`src/lsu_consts.svh`:
```
`ifndef LSU_CONSTS_SVH
`define LSU_CONSTS_SVH

// --------------------
// Queue geometry
// --------------------

// Number of in-flight loads and stores
`define LSU_QUEUE_DEPTH 8
// Index into the ring, log2 of the depth
`define LSU_PTR_W 3

// --------------------
// Datapath widths
// --------------------

// Tag handed out by the core, one per memory op
`define LSU_TAG_W 8
// Addresses and data words
`define LSU_WORD_W 64

`endif

```
`src/lsu_pkg.sv`:
```
`include "lsu_consts.svh"

package lsu_pkg;

  typedef enum logic {
    LSU_LOAD  = 1'b0,
    LSU_STORE = 1'b1
  } lsu_op_e;

  // Announcement from the core, in program order
  typedef struct packed {
    logic                   strobe;
    logic [`LSU_TAG_W-1:0]  tag;
    lsu_op_e                op;
  } lsu_instr_t;

  // Address and store data, arrives later in any order
  typedef struct packed {
    logic                   strobe;
    logic [`LSU_TAG_W-1:0]  tag;
    logic [`LSU_WORD_W-1:0] addr;
    logic [`LSU_WORD_W-1:0] value;
  } lsu_data_t;

  // One slot of the ring
  typedef struct packed {
    logic                   valid;
    logic                   resolved;
    logic                   dispatched;
    logic                   complete;
    logic [`LSU_TAG_W-1:0]  tag;
    lsu_op_e                op;
    logic [`LSU_WORD_W-1:0] addr;
    // Store data, or the load result once forwarded
    logic [`LSU_WORD_W-1:0] value;
  } lsu_entry_t;

  // Memory request, candidate from select or the live L1D request
  typedef struct packed {
    logic                   valid;
    logic                   we;
    logic [`LSU_TAG_W-1:0]  tag;
    logic [`LSU_WORD_W-1:0] addr;
    logic [`LSU_WORD_W-1:0] value;
  } lsu_mem_req_t;

  typedef struct packed {
    logic                   strobe;
    logic [`LSU_TAG_W-1:0]  tag;
    logic                   write_complete;
    logic [`LSU_WORD_W-1:0] value;
  } lsu_mem_resp_t;

  // Completion back to the core
  typedef struct packed {
    logic                   strobe;
    logic [`LSU_TAG_W-1:0]  tag;
    logic [`LSU_WORD_W-1:0] value;
  } lsu_cpl_t;

  // Store-to-load forward
  typedef struct packed {
    logic                   valid;
    logic [`LSU_PTR_W-1:0]  idx;
    logic [`LSU_WORD_W-1:0] value;
  } lsu_fwd_t;

endpackage

```
`src/lsu_queue.sv`:
```
`timescale 1ns/1ps
`include "lsu_consts.svh"

module lsu_queue (
  input  logic                   clk_in,
  input  logic                   rst_N_in,
  input  lsu_pkg::lsu_instr_t    instr,
  input  lsu_pkg::lsu_data_t     data,
  output logic                   instr_ready,
  output lsu_pkg::lsu_entry_t    entries [`LSU_QUEUE_DEPTH],
  output logic [`LSU_PTR_W-1:0]  head,
  input  logic [`LSU_PTR_W-1:0]  cand_idx,
  input  logic                   take,
  input  lsu_pkg::lsu_fwd_t      fwd,
  input  lsu_pkg::lsu_mem_resp_t mem_resp,
  output lsu_pkg::lsu_cpl_t      cpl
);

  lsu_pkg::lsu_entry_t   q [`LSU_QUEUE_DEPTH];
  logic [`LSU_PTR_W-1:0] head_q;
  logic [`LSU_PTR_W-1:0] tail_q;
  // One extra bit so a full ring is distinct from an empty one
  logic [`LSU_PTR_W:0]   count_q;

  logic                  alloc;
  logic                  retire;
  logic                  res_hit;
  logic [`LSU_PTR_W-1:0] res_idx;
  logic                  mem_hit;
  logic [`LSU_PTR_W-1:0] mem_idx;
  logic                  done_hit;
  logic [`LSU_PTR_W-1:0] done_idx;

  assign instr_ready = (count_q != (`LSU_PTR_W+1)'(`LSU_QUEUE_DEPTH));
  assign alloc       = instr.strobe && instr_ready;
  // Head slot already freed, step over it
  assign retire      = (count_q != '0) && !q[head_q].valid;
  assign entries     = q;
  assign head        = head_q;

  // --------------------
  // Lookups
  // --------------------
  always_comb begin
    logic [`LSU_PTR_W-1:0] idx;
    res_hit  = 1'b0;
    res_idx  = '0;
    mem_hit  = 1'b0;
    mem_idx  = '0;
    done_hit = 1'b0;
    done_idx = '0;
    // Tags are unique among live entries
    for (int i = 0; i < `LSU_QUEUE_DEPTH; i++) begin
      if (q[i].valid && !q[i].resolved && (q[i].tag == data.tag)) begin
        res_hit = 1'b1;
        res_idx = (`LSU_PTR_W)'(i);
      end
      if (q[i].valid && q[i].dispatched && (q[i].tag == mem_resp.tag)) begin
        mem_hit = 1'b1;
        mem_idx = (`LSU_PTR_W)'(i);
      end
    end
    // Oldest forwarded load still waiting for the completion slot
    for (int k = 0; k < `LSU_QUEUE_DEPTH; k++) begin
      idx = head_q + (`LSU_PTR_W)'(k);
      if (!done_hit && q[idx].valid && q[idx].complete) begin
        done_hit = 1'b1;
        done_idx = idx;
      end
    end
  end

  // --------------------
  // Ring update
  // --------------------
  always_ff @(posedge clk_in) begin
    if (!rst_N_in) begin
      head_q     <= '0;
      tail_q     <= '0;
      count_q    <= '0;
      cpl.strobe <= 1'b0;
      for (int i = 0; i < `LSU_QUEUE_DEPTH; i++) begin
        q[i].valid      <= 1'b0;
        q[i].resolved   <= 1'b0;
        q[i].dispatched <= 1'b0;
        q[i].complete   <= 1'b0;
      end
    end else begin
      cpl.strobe <= 1'b0;

      // New op at the tail, address comes later
      if (alloc) begin
        q[tail_q].valid      <= 1'b1;
        q[tail_q].resolved   <= 1'b0;
        q[tail_q].dispatched <= 1'b0;
        q[tail_q].complete   <= 1'b0;
        q[tail_q].tag        <= instr.tag;
        q[tail_q].op         <= instr.op;
        tail_q               <= tail_q + 1'b1;
      end

      // Address delivery, store data too
      if (data.strobe && res_hit) begin
        q[res_idx].resolved <= 1'b1;
        q[res_idx].addr     <= data.addr;
        if (q[res_idx].op == lsu_pkg::LSU_STORE) begin
          q[res_idx].value <= data.value;
        end
      end

      // Port latched the candidate
      if (take) begin
        q[cand_idx].dispatched <= 1'b1;
      end

      // Load satisfied from an older store
      if (fwd.valid) begin
        q[fwd.idx].value    <= fwd.value;
        q[fwd.idx].complete <= 1'b1;
      end

      // Memory response wins the completion slot
      if (mem_resp.strobe && mem_hit) begin
        cpl.strobe        <= 1'b1;
        cpl.tag           <= mem_resp.tag;
        cpl.value         <= mem_resp.write_complete ? '0 : mem_resp.value;
        q[mem_idx].valid  <= 1'b0;
      end else if (done_hit) begin
        cpl.strobe        <= 1'b1;
        cpl.tag           <= q[done_idx].tag;
        cpl.value         <= q[done_idx].value;
        q[done_idx].valid <= 1'b0;
      end

      if (retire) begin
        head_q <= head_q + 1'b1;
      end
      case ({alloc, retire})
        2'b10:   count_q <= count_q + 1'b1;
        2'b01:   count_q <= count_q - 1'b1;
        default: count_q <= count_q;
      endcase
    end
  end

endmodule

```
`config.mk`:
```
export PLATFORM = sky130hd
export DESIGN_NAME = lsu_queue
export DESIGN_NICKNAME = d
export VERILOG_FILES = /design/src/lsu_pkg.sv /design/src/lsu_queue.sv
export VERILOG_INCLUDE_DIRS = /design/src /design/src/src
export SDC_FILE = /design/constraint.sdc
export NUM_CORES = 2
export LEC_CHECK = 0
export ABC_CLOCK_PERIOD_IN_PS = 17930
export BUFFER_PORTS_ARGS = -buffer_cell sky130_fd_sc_hd__buf_2
export CAP_MARGIN = 20
export CELL_PAD_IN_SITES_DETAIL_PLACEMENT = 1
export CELL_PAD_IN_SITES_GLOBAL_PLACEMENT = 2
export CORE_AREA = 4 4 575 577
export CTS_CLUSTER_DIAMETER = 200
export DETAILED_ROUTE_END_ITERATION = 10
export DIE_AREA = 0 0 579 581
export PLACE_DENSITY = 0.56
export SLEW_MARGIN = 20
export SYNTH_ARGS = -nofsm -noshare
export SYNTH_HDL_FRONTEND = slang
export SYNTH_SLANG_ARGS = --single-unit
```
`constraint.sdc`:
```
create_clock -name clk_in -period 17.93 [get_ports clk_in]
set_clock_uncertainty 0.05 [all_clocks]
set_input_delay 0 -clock clk_in [delete_from_list [all_inputs] [get_ports clk_in]]
set_output_delay 0 -clock clk_in [all_outputs]
set_load 0.005 [all_outputs]
```
==> impl_metrics.json <==
{
  "dieArea_um2": 336000,
  "path_clk_slew_ns": 0.06,
  "final.setup.tns_ns": 0,
  "min_to": "cpl[63]",
  "synth_area_per_cell_um2": 10.9,
  "grt_usage": 0.293,
  "tightest_slew_ns": 1.32,
  "rr_worst_depth": 13,
  "grt_pass1_vias": 65200,
  "cts_root_buffer": "clkbuf_16",
  "cp.required_ns": 18.59,
  "ys_warn_count": 0,
  "final_util": 0.269,
  "num_rows": 210,
  "min_from": "mem_resp[63]",
  "min_path_cells": 3,
  "cts_max_level": 4,
  "cts_tree": "done",
  "drc": 0,
  "yosys_register_bits": 1211,
  "maxSlewHeadroom": 0.123,
  "seq_area_um2": 35900,
  "start_util": 0.204,
  "r2r_slack_ns": 10.61,
  "synth.area.top_cells": "edfxtp_1, and3_1, o21ai_0",
  "core-area_um2": 326000,
  "io_pins": 1500,
  "power_density_nw_per_um2": 98.1,
  "clockBufferDepth": 4,
  "die_y_um": 581,
  "port_buffers": 1499,
  "drt_iter0_markers": 7903,
  "worstReg2RegEnd": "entries[434]",
  "yosysTopAreaCell": "edfxtp_1",
  "dr.pass1.iters": 6,
  "ys_seq_area_frac": 0.539,
  "gp_congestion": 0.952,
  "synth.top_cell.area_share": 0.526,
  "nFillCells": 36800,
  "syn_area_um2": 66700,
  "critPathLaunchType": "flop",
  "setup_violations": 0,
  "endpoint_kind": "flop",
  "place_area_um2": 77800,
  "antenna_found_initial": 80,
  "drv_cap": 0,
  "ys.flop_type": "edfxtp_1",
  "worst-setup-path-type": "flop to flop",
  "worstPathArrival_ns": 7.98,
  "cts.sinks": 1211,
  "die_w_um": 579,
  "synth_most_common_cell": "edfxtp_1",
  "via_count": 67700,
  "fmax_mhz": 137,
  "dpl.hpwl_um": 365000,
  "finalCriticalPeriod_ns": 7.32,
  "worst-path-max-fanout": 119,
  "maxSlewViolCount": 0,
  "rsz0062_at_grt": "false",
  "clk_latency_ns": 0.89,
  "hp-class": "primary input to flop",
  "grt_max_degree": 199,
  "synthToLayoutAreaGrowth_pct": 31.6,
  "multiInputGateArea_um2": 27700,
  "syn-num-nets": 6425,
  "via_per_inst": 5.59,
  "design_area_um2": 87700,
  "yosysUniqueCellTypes": 83,
  "grt_pass1_wl_um": 670000,
  "final_net_count": 7911,
  "syn_inst": 6123,
  "numCtsBuffers": 162,
  "synth-edff-count": 1168,
  "post_cts_resized": 0,
  "status": "finished, final reports clean",
  "vdd_drop_max_v": 0.0000779,
  "async_flop_share": 0,
  "p_leak_nw": 32.3,
  "antenna_left": 0,
  "wire_per_inst_um": 42.8,
  "routed_wl_um": 518000,
  "synthTopCellsByCount": "edfxtp_1, clkbuf_1, o21ai_0, and3_1, nor2_1",
  "hold_viol": 0,
  "grt_remaining_overflow": 0,
  "fin_crit_sh": 0.408,
  "drive_gt1_frac": 0.270
}
[kinds of logic (layout without fill, tap and decap cells)]
group / count (synthesis) / after routing / synth area share
AND/OR/NAND/NOR: 1442 / 1442 / 0.109
adder cells (fa/ha/maj): 7 / 7 / 0.00143
multiplexers: 210 / 210 / 0.0342
buffers and inverters: 810 / 2414 / 0.0520
flip-flops: 1211 / 1211 / 0.539
AO/OA/AOI/OAI: 2305 / 2305 / 0.245
other: 0 / 25 / 0
XOR/XNOR: 138 / 138 / 0.0185
[power breakdown]
group          switching (mW)  internal [mW]  total, mW
clock network            1.45           1.84       3.30
logic                    1.32          0.548       1.86
registers               0.200           3.25       3.45
total                    2.97           5.64       8.61
[repair_timing]
action,4_1_cts,5_1_grt
setup buffers,0,0
hold buffers,469,0
endpoints found under the hold margin,1265,0
[stage by stage]
stage                     instances  hold WS [ns]  worst slack (ns)  total power [mW]
final                         12100        0.0298             10.61              8.61
after floorplan                6123        0.0489              9.26              4.29
after global routing          12100       0.00330             10.61              8.85
after detailed placement      11300         0.244             11.24              5.25
after global placement        11300         0.248             11.30              5.23
after CTS                     12100       0.00171             10.88              8.65
[worst max-delay path, stage by stage, from the launching register on]
cell and delay [ns]:
edfxtp_1 0.49, xor2_1 0.21, nor4_1 0.46, and3_4 0.70, nor2_4 0.06, buf_4 0.32, o21ai_0 0.46, and3_4 0.74
buf_4 0.87, buf_12 0.50, buf_4 0.86, o31ai_1 0.17, a31oi_1 0.22, dlygate4sd3_1 0.58
[layout make-up]
class	count	share of cell area
diodes	25	0.000713
well taps	4346	0.0620
clock inverters	97	0.0109
repair buffers	2106	0.152
inverters	26	0.00111
multi-input cells	4102	0.315
flip-flops and latches	1211	0.410
clock buffers	185	0.0479
[how the worst max path moves through the flow]
stage,start,to,slack (ns),depth (start not counted)
4_1_cts,flop,entries[434],10.88,13
6_report,flop,entries[434],10.61,13
2_1_floorplan,flop,flop,9.26,8
3_3_place_gp,flop,entries[292],11.30,12
5_1_grt,flop,entries[434],10.61,13
3_5_place_dp,head[0],cpl[61],11.24,13
[cell usage in the layout, fill, tap and decap left out, drive strengths merged, types with 26 or more instances in the layout]
cell type and n:
buf 1637, edfxtp 1168, o21ai 543, dlygate4sd3 468
and3 422, nor2 410, a31oi 276, o31ai 276
nand2 236, a21oi 228, a32o 219, mux2i 191
clkbuf 186, o22ai 179, a211oi 179, nand3 142
nand4 97, xor2 91, o41ai 68, clkinv 67
a32oi 53, o31a 47, xnor2 47, o22a 46
a22oi 45, a2111oi 44, dfxtp 43, inv 35
and2 30, nor3 26
[per-layer routing]
metal | vias up | routed length, um | track usage
li1 | 27300 | - | -
met1 | 35600 | 185000 | 0.328
met2 | 3864 | 241000 | 0.479
met3 | 851 | 41200 | 0.0661
met4 | 32 | 50700 | 0.231
met5 | - | 217 | 0
Power figures use the tool's default switching activity.
