## src/lsu_consts.svh

```systemverilog
`ifndef LSU_CONSTS_SVH
`define LSU_CONSTS_SVH

// --------------------
// Queue geometry
// --------------------

// Number of in-flight loads and stores
`define LSU_QUEUE_DEPTH 8
// Index into the ring, log2 of the depth
`define LSU_PTR_W 3

// --------------------
// Datapath widths
// --------------------

// Tag handed out by the core, one per memory op
`define LSU_TAG_W 8
// Addresses and data words
`define LSU_WORD_W 64

`endif

```

## src/lsu_pkg.sv

```systemverilog
`include "lsu_consts.svh"

package lsu_pkg;

  typedef enum logic {
    LSU_LOAD  = 1'b0,
    LSU_STORE = 1'b1
  } lsu_op_e;

  // Announcement from the core, in program order
  typedef struct packed {
    logic                   strobe;
    logic [`LSU_TAG_W-1:0]  tag;
    lsu_op_e                op;
  } lsu_instr_t;

  // Address and store data, arrives later in any order
  typedef struct packed {
    logic                   strobe;
    logic [`LSU_TAG_W-1:0]  tag;
    logic [`LSU_WORD_W-1:0] addr;
    logic [`LSU_WORD_W-1:0] value;
  } lsu_data_t;

  // One slot of the ring
  typedef struct packed {
    logic                   valid;
    logic                   resolved;
    logic                   dispatched;
    logic                   complete;
    logic [`LSU_TAG_W-1:0]  tag;
    lsu_op_e                op;
    logic [`LSU_WORD_W-1:0] addr;
    // Store data, or the load result once forwarded
    logic [`LSU_WORD_W-1:0] value;
  } lsu_entry_t;

  // Memory request, candidate from select or the live L1D request
  typedef struct packed {
    logic                   valid;
    logic                   we;
    logic [`LSU_TAG_W-1:0]  tag;
    logic [`LSU_WORD_W-1:0] addr;
    logic [`LSU_WORD_W-1:0] value;
  } lsu_mem_req_t;

  typedef struct packed {
    logic                   strobe;
    logic [`LSU_TAG_W-1:0]  tag;
    logic                   write_complete;
    logic [`LSU_WORD_W-1:0] value;
  } lsu_mem_resp_t;

  // Completion back to the core
  typedef struct packed {
    logic                   strobe;
    logic [`LSU_TAG_W-1:0]  tag;
    logic [`LSU_WORD_W-1:0] value;
  } lsu_cpl_t;

  // Store-to-load forward
  typedef struct packed {
    logic                   valid;
    logic [`LSU_PTR_W-1:0]  idx;
    logic [`LSU_WORD_W-1:0] value;
  } lsu_fwd_t;

endpackage

```

## src/lsu_mem_port.sv

```systemverilog
`timescale 1ns/1ps

module lsu_mem_port (
  input  logic                   clk_in,
  input  logic                   rst_N_in,
  input  lsu_pkg::lsu_mem_req_t  cand,
  output logic                   take,
  output lsu_pkg::lsu_mem_req_t  l1d_req,
  input  logic                   l1d_ready,
  input  lsu_pkg::lsu_mem_resp_t l1d_resp,
  output lsu_pkg::lsu_mem_resp_t mem_resp
);

  // Single outstanding access
  typedef enum logic [1:0] {
    IDLE,
    REQ,
    WAIT
  } state_e;

  state_e                state_q;
  lsu_pkg::lsu_mem_req_t req_q;

  // Only free when nothing is in flight
  assign take    = (state_q == IDLE) && cand.valid;
  assign l1d_req = req_q;

  // --------------------
  // Response filter
  // --------------------
  always_comb begin
    mem_resp        = l1d_resp;
    // Stray tags are dropped, only our own request counts
    mem_resp.strobe = (state_q == WAIT) && l1d_resp.strobe &&
                      (l1d_resp.tag == req_q.tag);
  end

  // --------------------
  // Request FSM
  // --------------------
  always_ff @(posedge clk_in) begin
    if (!rst_N_in) begin
      state_q     <= IDLE;
      req_q.valid <= 1'b0;
    end else begin
      case (state_q)
        IDLE: begin
          // Candidate arrives with valid set
          if (take) begin
            req_q   <= cand;
            state_q <= REQ;
          end
        end
        REQ: begin
          // Hold fields until the cache accepts
          if (l1d_ready) begin
            req_q.valid <= 1'b0;
            state_q     <= WAIT;
          end
        end
        WAIT: begin
          if (mem_resp.strobe) begin
            state_q <= IDLE;
          end
        end
        default: begin
          state_q <= IDLE;
        end
      endcase
    end
  end

endmodule

```

## config.mk

```make
export PLATFORM = sky130hd
export DESIGN_NAME = lsu_mem_port
export DESIGN_NICKNAME = d
export VERILOG_FILES = /design/src/lsu_pkg.sv /design/src/lsu_mem_port.sv
export VERILOG_INCLUDE_DIRS = /design/src /design/src/src
export SDC_FILE = /design/constraint.sdc
export NUM_CORES = 1
export LEC_CHECK = 0
export ABC_CLOCK_PERIOD_IN_PS = 11610
export BUFFER_PORTS_ARGS = -buffer_cell sky130_fd_sc_hd__buf_2
export CELL_PAD_IN_SITES_DETAIL_PLACEMENT = 0
export CELL_PAD_IN_SITES_GLOBAL_PLACEMENT = 1
export CORE_AREA = 4 4 163 165
export DETAILED_ROUTE_END_ITERATION = 10
export DIE_AREA = 0 0 167 169
export HOLD_SLACK_MARGIN = 0.08
export PLACE_DENSITY_LB_ADDON = 0.1
export SLEW_MARGIN = 20
export SYNTH_ARGS = -nofsm -noshare
export SYNTH_HDL_FRONTEND = slang
export SYNTH_SLANG_ARGS = --single-unit
```

## constraint.sdc

```tcl
create_clock -name clk_in -period 11.61 [get_ports clk_in]
set_input_delay 0 -clock clk_in [delete_from_list [all_inputs] [get_ports clk_in]]
set_output_delay 0 -clock clk_in [all_outputs]
set_load 0.05 [all_outputs]
```

==> results of run 1 <==
==> Yosys cell counts <==
library cell / instances
nor3_2: 1
a21oi_1: 2
o21ai_0: 2
nand3_1: 2
and2_1: 1
inv_1: 2
nor2_1: 2
o22ai_1: 1
dfxtp_1: 3
nand2b_1: 1
edfxtp_1: 137
buf_4: 73
xnor2_1: 8
nand2_1: 4
nand4_1: 1
nor2b_2: 1
==> kinds of logic after synthesis <==
logic type,after synthesis,synth area share
DFF,140,0.8525
and+or+nand+nor,13,0.01431
AOI/OAI and AO/OA,5,0.005368
xor gates and xnor gates,8,0.01431
buffers and inverters,75,0.1135
==> metrics by stage <==
| step | cell area, µm² | setup WS, ns | hold WS [ns] | instances |
|---|---|---|---|---|
| 2_1_floorplan | 4896 | 4.764 | 0.09887 | 241 |
| 3_3_place_gp | 6270 | 8.904 | 0.0003409 | 797 |
| 3_5_place_dp | 6270 | 8.835 | 0.0003409 | 797 |
==> metrics, run 1 <==
CTS max path bufs 2; Final HPWL DP 12760 µm; number of synthesized register bits 140; post-synthesis cell area 4896 µm²; Synth Instances 241; cell taking the most area after synthesis edfxtp_1; first error [ERROR RSZ-0060] Max buffer count reached.; Clock H-tree levels 4; Hold Buf Count CTS 166; sequential area share after synthesis 0.8525; Top Ports 428; Inserted Clock Buffers 17; CTS root buffer clkbuf_16; postcts setup bufs 0; GPL Wtd Cong 0.7188; Site Rows 58; Port Buffers 297; synth warn 0; CTS Sinks 140; last step reached clock tree synthesis (4_1_cts); run status aborted with a tool error; Die Y 169 µm; share of the synthesized area in the top cell type 0.8403; Die Wd 167 µm; post-CTS resize count 0; mean area per synthesized cell 20.32 µm²; synth top area cells edfxtp_1, buf_4, xnor2_1; Initial Util 0.1956; net count after synthesis 456; post-synth cell types 16
==> inputs of run 2 (changes only) <==
--- a/config.mk
+++ b/config.mk
@@ -8,13 +8,10 @@
 export LEC_CHECK = 0
 export ABC_CLOCK_PERIOD_IN_PS = 11610
 export BUFFER_PORTS_ARGS = -buffer_cell sky130_fd_sc_hd__buf_2
-export CELL_PAD_IN_SITES_DETAIL_PLACEMENT = 0
-export CELL_PAD_IN_SITES_GLOBAL_PLACEMENT = 1
 export CORE_AREA = 4 4 163 165
 export DETAILED_ROUTE_END_ITERATION = 10
 export DIE_AREA = 0 0 167 169
-export HOLD_SLACK_MARGIN = 0.08
-export PLACE_DENSITY_LB_ADDON = 0.1
+export PLACE_DENSITY_LB_ADDON = 0.15
 export SLEW_MARGIN = 20
 export SYNTH_ARGS = -nofsm -noshare
 export SYNTH_HDL_FRONTEND = slang
==> metrics, run 2 <==
final net count 842; Slew Limit Headroom 0.3060; most common cell in the netlist edfxtp_1; Final Hold Fails 0; Die Wd 167 µm; Clock H-tree levels 4; Final setup viols 0; Via-to-Cell Ratio 3.592; number of synthesized register bits 140; layout cell share with drive strength beyond 1 0.5203; Tcrit/Tclk final 0.2334; Hold Buf Count CTS 141; Die Y 169 µm; run status finished clean; ANT cells 0; ys async rst share 0; CTS Sinks 140; full die area 28220 µm²; Final min period 2.709 ns; fin. max-slew vios 0; TritonCTS clock tree yes; CTS root buffer clkbuf_16; CP max FO 81; fin area 8254 µm²; multi-input combinational cell area 173.9 µm²; CTS max path bufs 2; Port Buffers 297; share of the synthesized area in the top cell type 0.8403; CP Data Required Time 11.64 ns; post-CTS resize count 0; # fillers 2482; sequential area share after synthesis 0.8525; postcts setup bufs 0; Fin Setup TNS 0 ns; f_max 369.1 MHz; commonest non-fill, non-tap cells in the layout buf_2, dlygate4sd3_1, edfxtp_1, clkbuf_16, xnor2_1; top post-synthesis cells by count edfxtp_1, buf_4, xnor2_1; overall power 1.318 mW; RSZ-0062 raised after global routing no; synth warn 0; post-synth cell types 16; Cell Pwr Density 159.7 nW/µm²; net count after synthesis 456; Site Rows 58; initial antenna violation count 0; Post-synth EDFFs 137; Peak VDD IR 0.00008094 V; ys flop type edfxtp_1; cell taking the most area after synthesis edfxtp_1; final wirelength 17450 µm; Initial Util 0.1956; most common cell after layout, fill and taps aside buf_2; HP Class primary input to output pin; hold slack 0.00001758 ns; area of the core 25040 µm²; Final HPWL DP 13130 µm; sequential cell area 4174 µm²; vias in the first global route 4132; Area Overhead vs Synth 68.59%; skew final 0.009854 ns; max FFs per register 138; Top Ports 428; Synth Instances 241; CP endpoint kind register; Inserted Clock Buffers 17; Worst-path clk slew 0.07 ns; GPL Wtd Cong 0.7417; 1st-iter DRT viols 108; worst slew pin tran 1.041 ns; Vias 3484; GRT Util Overall 0.1194; First-pass DRT Iterations 4; critical path startpoint category register; first-pass GRT wire length 25070 µm; Leak 3.401 nW; synth top area cells edfxtp_1, buf_4, xnor2_1; gr ovfl total 0; Final ANT Viol Nets 0; Final Core Density 0.3297; Clk Latency, worst-skew pair 0.42 ns; Wirelength per Cell 17.99 µm; Max-cap violations 0; Post-DP Area 6270 µm²; critical path class register to register; number of remaining DRC errors 0; mean area per synthesized cell 20.32 µm²; crit path DAT 2.74 ns; largest net degree at the start of global routing 82; post-synthesis cell area 4896 µm²
[run 2: cell counts after synthesis]
No cell type changed its count.
[run 2: cell type report]
| class | count | area share |
|---|---|---|
| Tap cell | 330 | 0.05002 |
| Inverter | 2 | 0.0009095 |
| Sequential cell | 140 | 0.5057 |
| Clock inverter | 15 | 0.01789 |
| Multi-Input combinational cell | 26 | 0.02107 |
| Clock buffer | 17 | 0.05154 |
| Timing Repair Buffer | 440 | 0.3529 |
[run 2: path summary, 6_finish.rpt]
kind / start / end / slack, ns / cells past startpoint
hold / removal: l1d_resp[33] / mem_resp[33] / 0.00002 / 0
setup / recovery: state_q[0] / l1d_req[43] / 8.90 / 4
hold reg to reg: state_q[0] / state_q[0] / 0.52 / 2
setup reg to reg: state_q[0] / l1d_req[43] / 8.90 / 4
[run 2: worst max-delay path, cell delays in order, from the launching register on]
cell	delay, ns
dfxtp_1	0.35
nand2b_1	0.23
nor2_4	0.12
buf_4	0.59
buf_4	0.91
[run 2: where the power goes]
group / switching [mW] / internal (mW) / leakage (nW)
Combinational: 0.126 / 0.0672 / 1.83
Sequential: 0.00660 / 0.585 / 1.30
Clock: 0.247 / 0.287 / 0.281
Total: 0.379 / 0.938 / 3.40
[run 2: cells by family after synthesis]
group | after synthesis | synth area share
AOI/OAI and AO/OA | 5 | 0.005368
DFF | 140 | 0.8525
xor gates and xnor gates | 8 | 0.01431
and+or+nand+nor | 13 | 0.01431
buffers and inverters | 75 | 0.1135
[run 2: through the flow]
stage / worst slack, ns / cells
floorplan: 4.764 / 241
global placement: 8.962 / 797
detailed placement: 8.877 / 797
CTS: 8.867 / 970
global route: 8.718 / 970
finish: 8.901 / 970
[run 2: routing by layer]
| metal | vias up | track usage | routed length, µm |
|---|---|---|---|
| li1 | 1589 | - | - |
| met1 | 1606 | 0.1021 | 5274 |
| met2 | 245 | 0.2194 | 9349 |
| met3 | 44 | 0.06913 | 2193 |
| met4 | 0 | 0.05905 | 632 |
| met5 | - | 0.003478 | 0 |
Power figures use the tool's default switching activity.
==> inputs of run 3 (changes only) <==
--- a/config.mk
+++ b/config.mk
@@ -6,11 +6,12 @@
 export SDC_FILE = /design/constraint.sdc
 export NUM_CORES = 1
 export LEC_CHECK = 0
-export ABC_CLOCK_PERIOD_IN_PS = 11610
+export ABC_AREA = 1
+export ABC_CLOCK_PERIOD_IN_PS = 2400
 export BUFFER_PORTS_ARGS = -buffer_cell sky130_fd_sc_hd__buf_2
-export CORE_AREA = 4 4 163 165
+export CORE_AREA = 4 4 164 166
 export DETAILED_ROUTE_END_ITERATION = 10
-export DIE_AREA = 0 0 167 169
+export DIE_AREA = 0 0 168 170
 export PLACE_DENSITY_LB_ADDON = 0.15
 export SLEW_MARGIN = 20
 export SYNTH_ARGS = -nofsm -noshare
==> constraint.sdc (replaced) <==
create_clock -name clk_in -period 2.4 [get_ports clk_in]
set_input_delay 0 -clock clk_in [delete_from_list [all_inputs] [get_ports clk_in]]
set_output_delay 0 -clock clk_in [all_outputs]
set_load 0.05 [all_outputs]
==> metrics, run 3 <==
Net Switching 1.850 mW; Initial Util 0.1963; GRT Util Overall 0.1137; f_max 514.0 MHz; RR Endpoint state_q[0]; Non-Filler Instances 1005; ys async rst share 0; cell taking the most area after synthesis edfxtp_1; Die Y 170 µm; initial antenna violation count 0; TritonCTS clock tree yes; number of synthesized register bits 140; CP endpoint kind register; layout cell share with drive strength beyond 1 0.5194; 1st-iter DRT viols 106; Post-synth EDFFs 137; synth top area cells edfxtp_1, buf_4, dfxtp_1; Area Overhead vs Synth 67.93%; Worst Hold Path Cells 0; r2r setup slk 0.45 ns; CTS max path bufs 2; most common cell in the netlist edfxtp_1; crit path DAT 2.30 ns; logic gate share of total power 0.148; Slew Limit Headroom 0.7315; CP startpoint state_q[1]; gr ovfl total 0; slowest library cell on the worst path dlygate4sd3_1; number of remaining DRC errors 0; sequential cell area 4175 µm²; Site Rows 59; R2R Path Start state_q[1]; Peak VDD IR 0.0004026 V; largest net degree at the start of global routing 72; ys flop type edfxtp_1; CP Data Required Time 2.75 ns; Worst-path clk slew 0.06 ns; pre-CTS WS 0.8011 ns; hold endpoint mem_resp[18]; worst slew pin tran 0.4028 ns; GPL Wtd Cong 0.7774; clock power share 0.417; post-CTS resize count 0; # fillers 2524; First-pass DRT Iterations 4; Vias 3566; sequential area share after synthesis 0.8301; post-synth cell types 21; CP max FO 57; final wirelength 16910 µm; Die Wd 168 µm; max FFs per register 138; Max-cap violations 0; Port Buffers 297; Cell Pwr Density 781.1 nW/µm²; Clock H-tree levels 4; most common cell after layout, fill and taps aside buf_2; overall power 6.596 mW; Seq pwr share 0.435; Leak 3.523 nW; slowest cell delay on critical path 0.58 ns; Final Core Density 0.3297; HP Class primary input to output pin; synth warn 0; Final setup viols 0; final net count 872; critical path startpoint category register; ANT cells 0; skew final 0.009574 ns; Inserted Clock Buffers 17; Wirelength per Cell 16.82 µm; post-synthesis cell area 5029 µm²; full die area 28560 µm²; Top Ports 428; crit-path cells nor2_1 > nand2_1 > nor2_4 > buf_12 > inv_1 > o41ai_1 > dlygate4sd3_1; share of the synthesized area in the top cell type 0.8181; CTS root buffer clkbuf_16; path depth of the worst reg2reg path 7; Post-Place Cells 833; multi-input combinational cell area 254.0 µm²; Via-to-Cell Ratio 3.548; Internal 4.746 mW; Final ANT Viol Nets 0; Final min period 1.946 ns; Clk Latency, worst-skew pair 0.41 ns; critical path class register to register; top post-synthesis cells by count edfxtp_1, buf_4, nor2_1; commonest non-fill, non-tap cells in the layout buf_2, dlygate4sd3_1, edfxtp_1, clkbuf_16; min-delay src l1d_resp[18]; Synth Instances 271; Sw Share 0.2804; run status finished clean; fin. max-slew vios 0; CTS Sinks 140; RSZ-0062 raised after global routing no; Tcrit/Tclk final 0.8107; vias in the first global route 4113; first-pass GRT wire length 24520 µm; mean area per synthesized cell 18.56 µm²; Final Hold Fails 0; final setup margin 0.4543 ns; Final HPWL DP 12460 µm; net count after synthesis 486; area of the core 25620 µm²
[run 3: cells by family after synthesis]
logic type             count (synthesis)  share of synthesized area
flip-flops                           140                     0.8301
buffers and inverters                 89                     0.1209
AND/OR/NAND/NOR                       32                    0.03135
AO/OA/AOI/OAI                          6                   0.009207
XOR/XNOR                               4                   0.008462
[run 3: stage by stage]
stage / instance area (µm²) / hold WS, ns / TNS [ns]
finish: 8444 / 0.00001850 / 0
global route: 8444 / 0.00008986 / 0
CTS: 8444 / 0.0003409 / 0
detailed placement: 6442 / 0.0003409 / 0
global placement: 6442 / 0.0003409 / 0
floorplan: 5037 / 0.09887 / -75.70
[run 3: per-layer routing]
metal  wire length (µm)  part of all wire  up-vias  track usage
met5                  0                 0        -     0.001672
met4                657             0.039        0      0.06034
met3               1874              0.11       46      0.05691
met2               8659              0.51      207       0.1951
met1               5714              0.34     1645       0.1131
li1                   -                 -     1668            -
[run 3: power by group through the flow]
stage	registers [mW]	logic, mW	clock network [mW]
floorplan	3.32	0.418	0
global placement	2.92	0.803	0
detailed placement	2.92	0.803	0
CTS	2.87	0.987	2.84
global route	2.88	1.03	2.96
finish	2.87	0.976	2.75
[run 3: worst max-delay path, delay by kind of cell, from the launching register on]
family                 cells  cell delay (ns)
DFF                        1             0.34
and+or+nand+nor            3             0.50
buffers and inverters      3             0.98
AOI/OAI and AO/OA          1             0.07
[run 3: worst max-delay path by stage]
stage / to / slack [ns]
floorplan: l1d_req[0] / -0.55
global placement: l1d_req[29] / 0.79
detailed placement: l1d_req[120] / 0.80
CTS: state_q[0] / 0.38
global route: state_q[0] / 0.29
finish: state_q[0] / 0.45
[run 3: what timing repair did]
action	4_1_cts	5_1_grt
setup buffers	0	0
endpoints found under the setup margin	0	0
endpoints found under the hold margin	140	0
hold buffers	140	0
[run 3: final cells by class]
type | count | area share
inverter | 16 | 0.007112
timing repair buffer | 440 | 0.3476
sequential | 140 | 0.4944
clock inverter | 15 | 0.02074
clock buffer | 17 | 0.05038
multi-input combinational | 42 | 0.03008
tap | 335 | 0.04964
==> inputs of run 4 (changes only) <==
--- a/config.mk
+++ b/config.mk
@@ -6,12 +6,12 @@
 export SDC_FILE = /design/constraint.sdc
 export NUM_CORES = 1
 export LEC_CHECK = 0
-export ABC_AREA = 1
-export ABC_CLOCK_PERIOD_IN_PS = 2400
+export ABC_AREA = 0
+export ABC_CLOCK_PERIOD_IN_PS = 1800
 export BUFFER_PORTS_ARGS = -buffer_cell sky130_fd_sc_hd__buf_2
-export CORE_AREA = 4 4 164 166
+export CORE_AREA = 4 4 163 165
 export DETAILED_ROUTE_END_ITERATION = 10
-export DIE_AREA = 0 0 168 170
+export DIE_AREA = 0 0 167 169
 export PLACE_DENSITY_LB_ADDON = 0.15
 export SLEW_MARGIN = 20
 export SYNTH_ARGS = -nofsm -noshare
==> constraint.sdc (replaced) <==
create_clock -name clk_in -period 1.8 [get_ports clk_in]
set_input_delay 0 -clock clk_in [delete_from_list [all_inputs] [get_ports clk_in]]
set_output_delay 0 -clock clk_in [all_outputs]
set_load 0.05 [all_outputs]
==> metrics, run 4 (same netlist as run 2, synthesis figures left out) <==
run status finished clean; Final ANT Viol Nets 0; path depth of the worst reg2reg path 3; Non-Filler Instances 975; final wirelength 17470 µm; first-pass GRT wire length 25540 µm; Die Y 169 µm; CTS max path bufs 2; Max-cap violations 0; initial antenna violation count 0; worst slew pin tran 0.5384 ns; RR Endpoint l1d_req[105]; RSZ-0062 raised after global routing no; most common cell after layout, fill and taps aside buf_2; HP Class primary input to output pin; ANT cells 0; Via-to-Cell Ratio 3.570; Leak 3.463 nW; overall power 8.547 mW; Fin Setup TNS 0 ns; multi-input combinational cell area 190.2 µm²; met3 WL 1827 µm; critical path startpoint category register; Clock H-tree levels 4; final setup margin 0.1462 ns; Clk Latency, worst-skew pair 0.42 ns; Post-Place Cells 802; worst setup path endpoint mem_resp[73]; Vias 3481; CP Data Required Time 1.80 ns; Cell Pwr Density 1020 nW/µm²; area of the core 25040 µm²; commonest non-fill, non-tap cells in the layout buf_2, dlygate4sd3_1, edfxtp_1, clkbuf_16, xnor2_1; Initial Util 0.1956; critical path class register to output pin; hold slack 0.00001758 ns; First-pass DRT Iterations 4; CP startpoint l1d_req[133]; crit path DAT 1.65 ns; CTS root buffer clkbuf_16; Die Wd 167 µm; gr ovfl total 0; fin. max-slew vios 0; Inserted Clock Buffers 17; Slew Limit Headroom 0.6411; Final setup viols 0; sequential cell area 4177 µm²; # fillers 2491; Area Overhead vs Synth 71.17%; Post-DP Area 6376 µm²; CP max FO 2; Final HPWL DP 13650 µm; layout cell share with drive strength beyond 1 0.5318; Top Ports 428; Worst-path clk slew 0.07 ns; Tcrit/Tclk final 0.9188; Final min period 1.654 ns; Final Hold Fails 0; R2R Path Start state_q[0]; TritonCTS clock tree yes; pre-CTS WS 0.3160 ns; WL met2 9679 µm; final net count 848; Site Rows 58; skew final 0.01719 ns; postcts setup bufs 0; Wirelength per Cell 17.91 µm; GPL Wtd Cong 0.7599; Final Core Density 0.3347; max FFs per register 138; fin area 8381 µm²; r2r setup slk 0.32 ns; CP endpoint kind output pin; wl on met1 5295 µm; Port Buffers 297; 1st-iter DRT viols 114; largest net degree at the start of global routing 39; GRT Util Overall 0.1212; Max Used Layer met4; number of remaining DRC errors 0; vias in the first global route 4146; CTS Sinks 140; f_max 604.7 MHz; full die area 28220 µm²; Peak VDD IR 0.0005247 V
-- run 4: timing repair --
item / CTS / global route
setup endpoints to repair: 1 / 1
hold buffers: 142 / 0
gates cloned: 0 / 0
resized for setup: 1 / 1
pin swaps: 0 / 1
endpoints found under the hold margin: 140 / 0
-- run 4: how the worst min path moves through the flow --
| stage | start | to | slack (ns) | cells after the start |
|---|---|---|---|---|
| after global routing | l1d_resp[33] | mem_resp[33] | 0.00008 | 0 |
| after CTS | l1d_resp[50] | mem_resp[50] | 0.0004 | 0 |
| after global placement | l1d_resp[50] | mem_resp[50] | 0.0004 | 0 |
| final | l1d_resp[26] | mem_resp[26] | 0.00002 | 0 |
| after floorplan | cand[0] | l1d_req[0] | 0.1 | 0 |
| after detailed placement | l1d_resp[50] | mem_resp[50] | 0.0004 | 0 |
-- run 4: final cells by class --
cell class,instances,share of cell area
Clock inverter,14,0.01807
Multi-Input combinational cell,26,0.02269
Clock buffer,17,0.05076
Sequential cell,140,0.4984
Inverter,2,0.0008958
Timing Repair Buffer,446,0.3600
Tap cell,330,0.04927
-- run 4: per-layer routing --
layer	up-vias	global-route usage
met4	0	0.06048
met3	52	0.05441
met1	1604	0.1105
li1	1598	-
met2	227	0.2265
met5	-	0.001739
-- run 4: power by group --
part           total (mW)  internal (mW)  switching (mW)
Clock                3.45           1.86            1.60
Sequential           3.81           3.77          0.0428
Combinational        1.28          0.463           0.822
-- run 4: worst max-delay path, cell delays in order (launching register included) --
cell      delay, ns
edfxtp_1       0.40
xnor2_1        0.20
nand4_1        0.21
nor3_4         0.24
buf_6          0.19
